===== src/logic/ddr_rx_pkg.sv =====
// shared definitions for the HDR-DDR receive path
// receive mode codes, CRC word token, CRC-5 seed and polynomial, field widths

package ddr_rx_pkg;

  // field widths in bits
  parameter int BYTE_W  = 8;
  parameter int CRC_W   = 5;
  parameter int TOKEN_W = 4;
  parameter int PAR_W   = 2;

  // receive modes issued by the sequencer
  typedef enum logic [3:0] {
    PREAMBLE           = 4'b0000,
    CRC_PREAMBLE       = 4'b0001,
    DESERIALIZING_BYTE = 4'b0011,
    CHECK_TOKEN        = 4'b0101,
    CHECK_PAR_VALUE    = 4'b0110,
    CHECK_CRC_VALUE    = 4'b0111,
    IDLE_MODE          = 4'b1000
  } rx_mode_e;

  // token that opens the CRC word
  parameter logic [TOKEN_W-1:0] CRC_TOKEN = 4'hC;

  // CRC-5 start value
  parameter logic [CRC_W-1:0] CRC_SEED = 5'h1f;

  // x^5 + x^2 + 1 with the x^5 term implied
  parameter logic [CRC_W-1:0] CRC_POLY = 5'h05;

endpackage


===== src/logic/scl_gen.sv =====
// SCL generator with one-cycle edge strobes

module scl_gen #(
  parameter int SCL_HALF_CYCLES = 4
) (
  input  logic i_sys_clk,
  input  logic i_sys_rst,
  input  logic i_run,
  output logic o_scl,
  output logic o_scl_pos_edge,
  output logic o_scl_neg_edge
);

  localparam int CNT_W = $clog2(SCL_HALF_CYCLES + 1);

  logic [CNT_W-1:0] half_cnt;
  logic             active;
  logic             half_end;

  // keep running while SCL is high so it always rests low
  assign active   = i_run || o_scl;
  assign half_end = (half_cnt == CNT_W'(SCL_HALF_CYCLES - 1));

  always_ff @(posedge i_sys_clk or negedge i_sys_rst)
  begin
    if (!i_sys_rst)
    begin
      half_cnt       <= '0;
      o_scl          <= 1'b0;
      o_scl_pos_edge <= 1'b0;
      o_scl_neg_edge <= 1'b0;
    end
    else
    begin
      o_scl_pos_edge <= 1'b0;
      o_scl_neg_edge <= 1'b0;
      if (!active)
      begin
        half_cnt <= '0;
      end
      else if (half_end)
      begin
        half_cnt       <= '0;
        o_scl          <= !o_scl;
        // strobe lands in the same cycle as the new level
        o_scl_pos_edge <= !o_scl;
        o_scl_neg_edge <= o_scl;
      end
      else
      begin
        half_cnt <= half_cnt + 1'b1;
      end
    end
  end

endmodule


===== src/logic/crc5_engine.sv =====
// CRC-5 calculator fed one byte per strobe, MSB first

module crc5_engine (
  input  logic                          i_sys_clk,
  input  logic                          i_sys_rst,
  input  logic                          i_clear,
  input  logic                          i_byte_valid,
  input  logic [ddr_rx_pkg::BYTE_W-1:0] i_byte,
  output logic [ddr_rx_pkg::CRC_W-1:0]  o_crc
);

  import ddr_rx_pkg::*;

  // eight serial steps unrolled into one clock
  function automatic logic [CRC_W-1:0] crc_next(
    input logic [CRC_W-1:0]  crc_in,
    input logic [BYTE_W-1:0] data
  );
    logic [CRC_W-1:0] crc;
    logic             fb;
    crc = crc_in;
    for (int i = BYTE_W - 1; i >= 0; i--)
    begin
      fb  = crc[CRC_W-1] ^ data[i];
      crc = {crc[CRC_W-2:0], 1'b0};
      if (fb)
      begin
        crc = crc ^ CRC_POLY;
      end
    end
    return crc;
  endfunction

  always_ff @(posedge i_sys_clk or negedge i_sys_rst)
  begin
    if (!i_sys_rst)
    begin
      o_crc <= CRC_SEED;
    end
    else if (i_clear)
    begin
      // new message
      o_crc <= CRC_SEED;
    end
    else if (i_byte_valid)
    begin
      o_crc <= crc_next(o_crc, i_byte);
    end
  end

endmodule


===== src/logic/ddr_rx.sv =====
// HDR-DDR bit deserializer driven by the receive mode
// preamble capture, byte assembly, parity, token and CRC comparison

module ddr_rx (
  input  logic                          i_sys_clk,
  input  logic                          i_sys_rst,
  input  logic                          i_rx_en,
  input  ddr_rx_pkg::rx_mode_e          i_rx_mode,
  input  logic                          i_scl_pos_edge,
  input  logic                          i_scl_neg_edge,
  input  logic                          i_sda,
  input  logic [ddr_rx_pkg::CRC_W-1:0]  i_crc_value,
  output logic [ddr_rx_pkg::BYTE_W-1:0] o_rx_data,
  output logic                          o_crc_byte_valid,
  output logic                          o_mode_done,
  output logic                          o_pre_bit,
  output logic                          o_error
);

  import ddr_rx_pkg::*;

  logic                  sample;
  logic                  finish;
  logic                  last_bit;
  logic [2:0]            bit_cnt;
  logic [2:0]            last_idx;
  logic                  done_pend;
  logic                  byte_sel;
  logic [BYTE_W-1:0]     data_sr;
  logic [CRC_W-1:0]      chk_sr;
  logic [2*BYTE_W-1:0]   par_word;
  logic [PAR_W-1:0]      par_calc;
  logic                  chk_fail;

  // one bit per SCL edge, taken while the strobe is up
  assign sample   = i_rx_en && (i_scl_pos_edge || i_scl_neg_edge) &&
                    (i_rx_mode != IDLE_MODE);
  // mode wraps up one clock after its last bit
  assign finish   = i_rx_en && done_pend;
  assign last_bit = (bit_cnt == last_idx);

  // index of the last bit in each mode
  always_comb
  begin
    case (i_rx_mode)
      DESERIALIZING_BYTE: last_idx = 3'(BYTE_W - 1);
      CHECK_TOKEN:        last_idx = 3'(TOKEN_W - 1);
      CHECK_PAR_VALUE:    last_idx = 3'(PAR_W - 1);
      CHECK_CRC_VALUE:    last_idx = 3'(CRC_W - 1);
      // both preamble modes take a single bit
      default:            last_idx = 3'd0;
    endcase
  end

  // P1 over odd bits, P0 over even bits inverted
  assign par_calc[1] = ^(par_word & 16'haaaa);
  assign par_calc[0] = ~(^(par_word & 16'h5555));

  // compare the low bits of the check register per mode
  always_comb
  begin
    case (i_rx_mode)
      // second preamble bit of a CRC word must be 1
      CRC_PREAMBLE:    chk_fail = !chk_sr[0];
      CHECK_TOKEN:     chk_fail = (chk_sr[TOKEN_W-1:0] != CRC_TOKEN);
      CHECK_PAR_VALUE: chk_fail = (chk_sr[PAR_W-1:0] != par_calc);
      CHECK_CRC_VALUE: chk_fail = (chk_sr != i_crc_value);
      default:         chk_fail = 1'b0;
    endcase
  end

  // bit counting and strobes
  always_ff @(posedge i_sys_clk or negedge i_sys_rst)
  begin
    if (!i_sys_rst)
    begin
      bit_cnt          <= '0;
      done_pend        <= 1'b0;
      byte_sel         <= 1'b0;
      o_mode_done      <= 1'b0;
      o_crc_byte_valid <= 1'b0;
      o_pre_bit        <= 1'b0;
      o_error          <= 1'b0;
    end
    else
    begin
      o_mode_done      <= 1'b0;
      o_crc_byte_valid <= 1'b0;
      o_error          <= 1'b0;
      if (!i_rx_en)
      begin
        bit_cnt   <= '0;
        done_pend <= 1'b0;
        byte_sel  <= 1'b0;
      end
      else if (done_pend)
      begin
        done_pend   <= 1'b0;
        bit_cnt     <= '0;
        o_mode_done <= 1'b1;
        o_error     <= chk_fail;
        if (i_rx_mode == DESERIALIZING_BYTE)
        begin
          // byte goes to host and CRC engine together
          o_crc_byte_valid <= 1'b1;
          byte_sel         <= !byte_sel;
        end
      end
      else if (sample)
      begin
        if (i_rx_mode == PREAMBLE)
        begin
          // new word so restart at the high byte
          o_pre_bit <= i_sda;
          byte_sel  <= 1'b0;
        end
        if (last_bit)
        begin
          done_pend <= 1'b1;
        end
        else
        begin
          bit_cnt <= bit_cnt + 1'b1;
        end
      end
    end
  end

  // shift registers and the word kept for parity
  always_ff @(posedge i_sys_clk)
  begin
    if (sample)
    begin
      if (i_rx_mode == DESERIALIZING_BYTE)
      begin
        data_sr <= {data_sr[BYTE_W-2:0], i_sda};
      end
      else
      begin
        // token, parity and CRC all land here MSB first
        chk_sr <= {chk_sr[CRC_W-2:0], i_sda};
      end
    end
    if (finish && (i_rx_mode == DESERIALIZING_BYTE))
    begin
      o_rx_data <= data_sr;
      if (byte_sel)
      begin
        par_word[BYTE_W-1:0] <= data_sr;
      end
      else
      begin
        par_word[2*BYTE_W-1:BYTE_W] <= data_sr;
      end
    end
  end

endmodule


===== src/logic/ddr_rx_ctrl.sv =====
// message sequencer for the receive path
// walks the mode order per word, counts data words, ends the message

module ddr_rx_ctrl #(
  parameter int MAX_WORDS = 8
) (
  input  logic                 i_sys_clk,
  input  logic                 i_sys_rst,
  input  logic                 i_rx_start,
  input  logic                 i_mode_done,
  input  logic                 i_pre_bit,
  input  logic                 i_error,
  output logic                 o_scl_run,
  output logic                 o_rx_en,
  output ddr_rx_pkg::rx_mode_e o_rx_mode,
  output logic                 o_crc_clear,
  output logic                 o_frame_done,
  output logic                 o_frame_error
);

  import ddr_rx_pkg::*;

  localparam int WCNT_W = $clog2(MAX_WORDS + 1);

  typedef enum logic [1:0] {
    ST_IDLE,
    ST_RUN,
    ST_END
  } ctrl_state_e;

  ctrl_state_e       state;
  logic [WCNT_W-1:0] word_cnt;
  logic              second_byte;
  logic              overflow;
  logic              stop;

  // data preamble after the last allowed word
  assign overflow = (o_rx_mode == PREAMBLE) && i_pre_bit &&
                    (word_cnt == WCNT_W'(MAX_WORDS));
  assign stop     = (state == ST_RUN) && i_mode_done &&
                    (i_error || overflow || (o_rx_mode == CHECK_CRC_VALUE));

  always_ff @(posedge i_sys_clk or negedge i_sys_rst)
  begin
    if (!i_sys_rst)
    begin
      state         <= ST_IDLE;
      word_cnt      <= '0;
      second_byte   <= 1'b0;
      o_scl_run     <= 1'b0;
      o_rx_en       <= 1'b0;
      o_rx_mode     <= IDLE_MODE;
      o_crc_clear   <= 1'b0;
      o_frame_done  <= 1'b0;
      o_frame_error <= 1'b0;
    end
    else
    begin
      o_crc_clear  <= 1'b0;
      o_frame_done <= 1'b0;
      case (state)
        ST_IDLE:
        begin
          // start is only taken between messages
          if (i_rx_start)
          begin
            state         <= ST_RUN;
            word_cnt      <= '0;
            second_byte   <= 1'b0;
            o_scl_run     <= 1'b1;
            o_rx_en       <= 1'b1;
            o_rx_mode     <= PREAMBLE;
            o_crc_clear   <= 1'b1;
            o_frame_error <= 1'b0;
          end
        end
        ST_RUN:
        begin
          if (stop)
          begin
            // halt SCL now and report next cycle
            state         <= ST_END;
            o_scl_run     <= 1'b0;
            o_rx_en       <= 1'b0;
            o_rx_mode     <= IDLE_MODE;
            o_frame_error <= i_error || overflow;
          end
          else if (i_mode_done)
          begin
            case (o_rx_mode)
              PREAMBLE:
              begin
                if (i_pre_bit)
                begin
                  o_rx_mode   <= DESERIALIZING_BYTE;
                  second_byte <= 1'b0;
                  word_cnt    <= word_cnt + 1'b1;
                end
                else
                begin
                  o_rx_mode <= CRC_PREAMBLE;
                end
              end
              DESERIALIZING_BYTE:
              begin
                // two bytes per data word
                if (second_byte)
                begin
                  o_rx_mode <= CHECK_PAR_VALUE;
                end
                else
                begin
                  second_byte <= 1'b1;
                end
              end
              CHECK_PAR_VALUE: o_rx_mode <= PREAMBLE;
              CRC_PREAMBLE:    o_rx_mode <= CHECK_TOKEN;
              CHECK_TOKEN:     o_rx_mode <= CHECK_CRC_VALUE;
              default:         o_rx_mode <= IDLE_MODE;
            endcase
          end
        end
        ST_END:
        begin
          o_frame_done <= 1'b1;
          state        <= ST_IDLE;
        end
        default:
        begin
          state <= ST_IDLE;
        end
      endcase
    end
  end

endmodule


===== src/logic/ddr_rx_top.sv =====
// receive path top level
// SCL generator, sequencer, deserializer and CRC-5 engine

module ddr_rx_top #(
  parameter int SCL_HALF_CYCLES = 4,
  parameter int MAX_WORDS       = 8
) (
  input  logic                          i_sys_clk,
  input  logic                          i_sys_rst,
  input  logic                          i_rx_start,
  input  logic                          i_sda,
  output logic                          o_scl,
  output logic [ddr_rx_pkg::BYTE_W-1:0] o_rx_data,
  output logic                          o_rx_data_valid,
  output logic                          o_frame_done,
  output logic                          o_frame_error
);

  import ddr_rx_pkg::*;

  logic             scl_run;
  logic             scl_pos_edge;
  logic             scl_neg_edge;
  logic             rx_en;
  rx_mode_e         rx_mode;
  logic             crc_clear;
  logic             mode_done;
  logic             pre_bit;
  logic             rx_error;
  logic [CRC_W-1:0] crc_value;

  // SCL_HALF_CYCLES of 3 or more leaves room for the mode change between bits
  scl_gen #(
    .SCL_HALF_CYCLES(SCL_HALF_CYCLES)
  ) u_scl_gen (
    .i_sys_clk      (i_sys_clk),
    .i_sys_rst      (i_sys_rst),
    .i_run          (scl_run),
    .o_scl          (o_scl),
    .o_scl_pos_edge (scl_pos_edge),
    .o_scl_neg_edge (scl_neg_edge)
  );

  ddr_rx_ctrl #(
    .MAX_WORDS(MAX_WORDS)
  ) u_ddr_rx_ctrl (
    .i_sys_clk     (i_sys_clk),
    .i_sys_rst     (i_sys_rst),
    .i_rx_start    (i_rx_start),
    .i_mode_done   (mode_done),
    .i_pre_bit     (pre_bit),
    .i_error       (rx_error),
    .o_scl_run     (scl_run),
    .o_rx_en       (rx_en),
    .o_rx_mode     (rx_mode),
    .o_crc_clear   (crc_clear),
    .o_frame_done  (o_frame_done),
    .o_frame_error (o_frame_error)
  );

  // byte strobe doubles as the host data valid
  ddr_rx u_ddr_rx (
    .i_sys_clk        (i_sys_clk),
    .i_sys_rst        (i_sys_rst),
    .i_rx_en          (rx_en),
    .i_rx_mode        (rx_mode),
    .i_scl_pos_edge   (scl_pos_edge),
    .i_scl_neg_edge   (scl_neg_edge),
    .i_sda            (i_sda),
    .i_crc_value      (crc_value),
    .o_rx_data        (o_rx_data),
    .o_crc_byte_valid (o_rx_data_valid),
    .o_mode_done      (mode_done),
    .o_pre_bit        (pre_bit),
    .o_error          (rx_error)
  );

  crc5_engine u_crc5_engine (
    .i_sys_clk    (i_sys_clk),
    .i_sys_rst    (i_sys_rst),
    .i_clear      (crc_clear),
    .i_byte_valid (o_rx_data_valid),
    .i_byte       (o_rx_data),
    .o_crc        (crc_value)
  );

endmodule


===== config.mk =====
export PLATFORM = sky130hd
export DESIGN_NAME = ddr_rx_top
export DESIGN_NICKNAME = d
export VERILOG_FILES = /design/src/logic/ddr_rx_pkg.sv /design/src/logic/scl_gen.sv /design/src/logic/crc5_engine.sv /design/src/logic/ddr_rx.sv /design/src/logic/ddr_rx_ctrl.sv /design/src/logic/ddr_rx_top.sv
export SDC_FILE = /design/constraint.sdc
export NUM_CORES = 1
export LEC_CHECK = 0
export BUFFER_PORTS_ARGS = -buffer_cell sky130_fd_sc_hd__buf_2
export CAP_MARGIN = 20
export CORE_MARGIN = 2
export CORE_UTILIZATION = 61
export CTS_CLUSTER_DIAMETER = 200
export DETAILED_ROUTE_END_ITERATION = 7
export PLACE_DENSITY = 0.77
export SYNTH_ARGS = -nofsm -noshare
export SYNTH_HDL_FRONTEND = slang
export SYNTH_HIERARCHICAL = 1
export SYNTH_SLANG_ARGS = --single-unit

===== constraint.sdc =====
create_clock -name i_sys_clk -period 2.9 [get_ports i_sys_clk]
set_input_delay 0.29 -clock i_sys_clk [delete_from_list [all_inputs] [get_ports i_sys_clk]]
set_output_delay 0.29 -clock i_sys_clk [all_outputs]
set_load 0.05 [all_outputs]

==> summary.txt <==
Outcome
  – Outcome: finished clean

Clock tree
  – Clock Path Buffers: 2
  – Clk slew on worst S/H paths: 0.08 ns
  – Clock sink total: 72
  – Clock Latency Late Sink: 0.34 ns
  – CTS tree: built
  – CTS Buf Count: 9
  – Post-CTS Resized: 0
  – H-tree Lvls: 3
  – Hold_buf cts: 0
  – Clk root buf: clkbuf_8
  – Post-CTS setup buffers: 0

STA
  – Slew Limit Fails: 0
  – Final hold slack: 0.0236 ns
  – Rel. slew slack: 0.489
  – Final Hold Vio Count: 0
  – Fin crit period: 2.11 ns
  – RSZ-0062 raised after global routing: false
  – Fin crit share: 0.729
  – Final setup violation count: 0
  – Final setup margin: 0.786 ns
  – Max Fclk: 473 MHz
  – Setup TNS Final: 0 ns
  – Slew @ Worst Pin: 0.767 ns
  – Skew final: 0.00592 ns

Floorplan
  – Die footprint: 0.00629 sq mm
  – DIE WIDTH: 79.3 um
  – Die Ht: 79.3 um
  – Initial Utilization: 0.628
  – Row cnt: 27
  – # IOs: 16
  – Core ar.: 0.00551 sq mm

Placed design
  – Port Buffers: 15
  – Final GP Congestion: 0.831
  – Hpwl dp: 3980 um
  – Placed cells: 342
  – DP Area: 0.00358 sq mm
  – Pre-CTS setup slack: 0.802 ns

Synthesis
  – Distinct cells, synth: 62
  – #FFs+latches synth: 72
  – Seq/Total Area, Yosys: 0.577
  – Post-synth EDFFs: 37
  – Area contributors post-synth: edfxtp_1, dfrtp_1, xnor2_1, dfstp_2, xnor3_1
  – Most common cell in the netlist: edfxtp_1
  – Top post-synthesis cells by count: edfxtp_1, dfrtp_1, xnor2_1
  – Top-area cell type share of the netlist area: 0.321
  – Synthesized area: 0.00346 sq mm
  – Top_reg_cell synth: edfxtp_1
  – Cell taking the most area after synthesis: edfxtp_1
  – Synth warnings: 6
  – Avg Inst Size Synth: 13.3 sq um
  – Mapped Cells: 260
  – Post-synth ARST share: 0.486
  – Mapped Nets: 268

Route
  – TritonRoute pass-1 iters: 4
  – Initial DRC Count: 134
  – Drt total wl: 5680 um
  – WL/cell: 15.9 um
  – Routed Antenna Nets: 0
  – # DRC: 0
  – Via/cell ratio: 5.68
  – Via Count: 2033

Global routing
  – Global-route wire length before repair: 9760 um
  – Antenna violations before repair: 1
  – Via count of the first global-routing pass: 1976
  – Gr ovfl total: 0
  – Total track usage: 0.211
  – Largest net degree at the start of global routing: 36

Final layout
  – Nets: 289
  – Design Area, Final: 0.00383 sq mm
  – Final std cells w/o fill: 358
  – Fillers: 403
  – Layout cells sized above 1: 0.213
  – Area growth syn-to-layout: 10.8%
  – Antenna diodes: 0
  – Post-layout util: 0.696

Setup path
  – CP Class: reg2reg
  – Crit path DAT: 2.12 ns
  – Max FO, Critical Path: 18
  – Worst setup SP type: flop
  – Critical Path RT: 2.91 ns
  – Crit end category: flop

Power
  – Peak supply drop: 0.481 mV
  – Pwr Total: 2.21 mW
  – PwrDens: 577 mW/mm^2
  – LEAKAGE: 1.52 nW

Job
  – Max-cap viol count: 0

Min path
  – HP Class: in2async
[critical path, cell delays in order, from the launching register on]
cell	delay [ns]
dfrtp_1	0.77
nand3b_2	0.27
nor3_1	0.19
buf_4	0.21
and2_1	0.34
[power breakdown]
group / leakage (nW) / switching, mW / internal (mW)
logic: 0.623 / 0.0699 / 0.0581
clock network: 0.125 / 0.384 / 0.582
registers: 0.776 / 0.0196 / 1.10
[state kept, by name, indices dropped and copies added (netlist names), 2 cells and up]
name	cells
u_ddr_rx/par_word	16
u_ddr_rx/data_sr	8
u_ddr_rx/o_rx_data	8
u_crc5_engine/o_crc	5
u_ddr_rx/chk_sr	5
u_ddr_rx_ctrl/o_rx_mode	4
u_ddr_rx_ctrl/word_cnt	4
u_ddr_rx/bit_cnt	3
u_scl_gen/half_cnt	3
u_ddr_rx_ctrl/state	2
[layout make-up]
cell class,count,area [sq um],share of cell area
Clock buffer,9,124,0.0323
Clock inverter,7,125,0.0327
Inverter,13,48.8,0.0127
Multi-Input combinational cell,167,1350,0.353
Sequential cell,72,1990,0.521
Tap cell,72,90.1,0.0235
Timing Repair Buffer,18,97.6,0.0255
[placed cells by master, fill, tap and decap left out, types with 3 or more instances in the layout]
master     Yosys  routed
o22ai_1        3       3
a22o_1         3       3
nand2_1       11      11
xnor3_1        5       5
nor3_1        10      10
nor2_1        10      10
ha_1           4       4
o21ai_0        9       9
a31oi_1        3       3
and2b_1        3       3
mux2i_1        3       3
dfrtp_1       29      29
xnor2_1       22      22
clkbuf_8       0       9
inv_6          0       3
or3_1          3       3
inv_1         13      13
buf_4          3       3
a211o_1        3       3
a21oi_1        9       9
nor2b_1        4       4
nand2b_1       7       7
xor2_1        10      10
dfstp_2        6       6
edfxtp_1      37      37
bufinv_16      0       3
nand3_1        4       4
buf_2          0      15
[final timing paths]
| path | from | end | slack (ns) | cells after the start |
|---|---|---|---|---|
| worst max-delay path | u_ddr_rx_ctrl/o_rx_mode[1]$_DFFE_PN0P_ | u_ddr_rx/par_word[7]$_DFFE_PP_ | 0.79 | 4 |
| worst min-delay path | i_sys_rst | u_ddr_rx_ctrl/o_crc_clear$_DFF_PN0_ | 0.02 | 1 |
| worst max register to register | u_ddr_rx_ctrl/o_rx_mode[1]$_DFFE_PN0P_ | u_ddr_rx/par_word[7]$_DFFE_PP_ | 0.79 | 4 |
| worst min register to register | u_scl_gen/half_cnt[0]$_DFF_PN0_ | u_scl_gen/half_cnt[0]$_DFF_PN0_ | 0.45 | 1 |
| max in group asynchronous | i_sys_rst | u_ddr_rx/o_error$_DFF_PN0_ | 2.39 | 1 |
| min in group i_sys_clk | i_sda | u_ddr_rx/chk_sr[0]$_DFFE_PP_ | 0.16 | 1 |
[layer usage]
layer  share of wire  vias up  track usage
met5          0.0019        -            0
met4           0.015        2        0.103
met3           0.049       11       0.0511
met2            0.48       59        0.315
met1            0.45      975        0.291
li1                -      986            -
[kinds of logic (layout without fill, tap and decap cells)]
group | count (synthesis) | in the layout | synth area share
DFF | 72 | 72 | 0.577
and+or+nand+nor | 70 | 70 | 0.126
AOI/OAI and AO/OA | 49 | 49 | 0.108
xor gates and xnor gates | 39 | 39 | 0.126
buffers and inverters | 21 | 47 | 0.0326
muxes | 5 | 5 | 0.0163
adders and majority gates | 4 | 4 | 0.0145
Note: power is estimated with default switching activity, not from simulation.
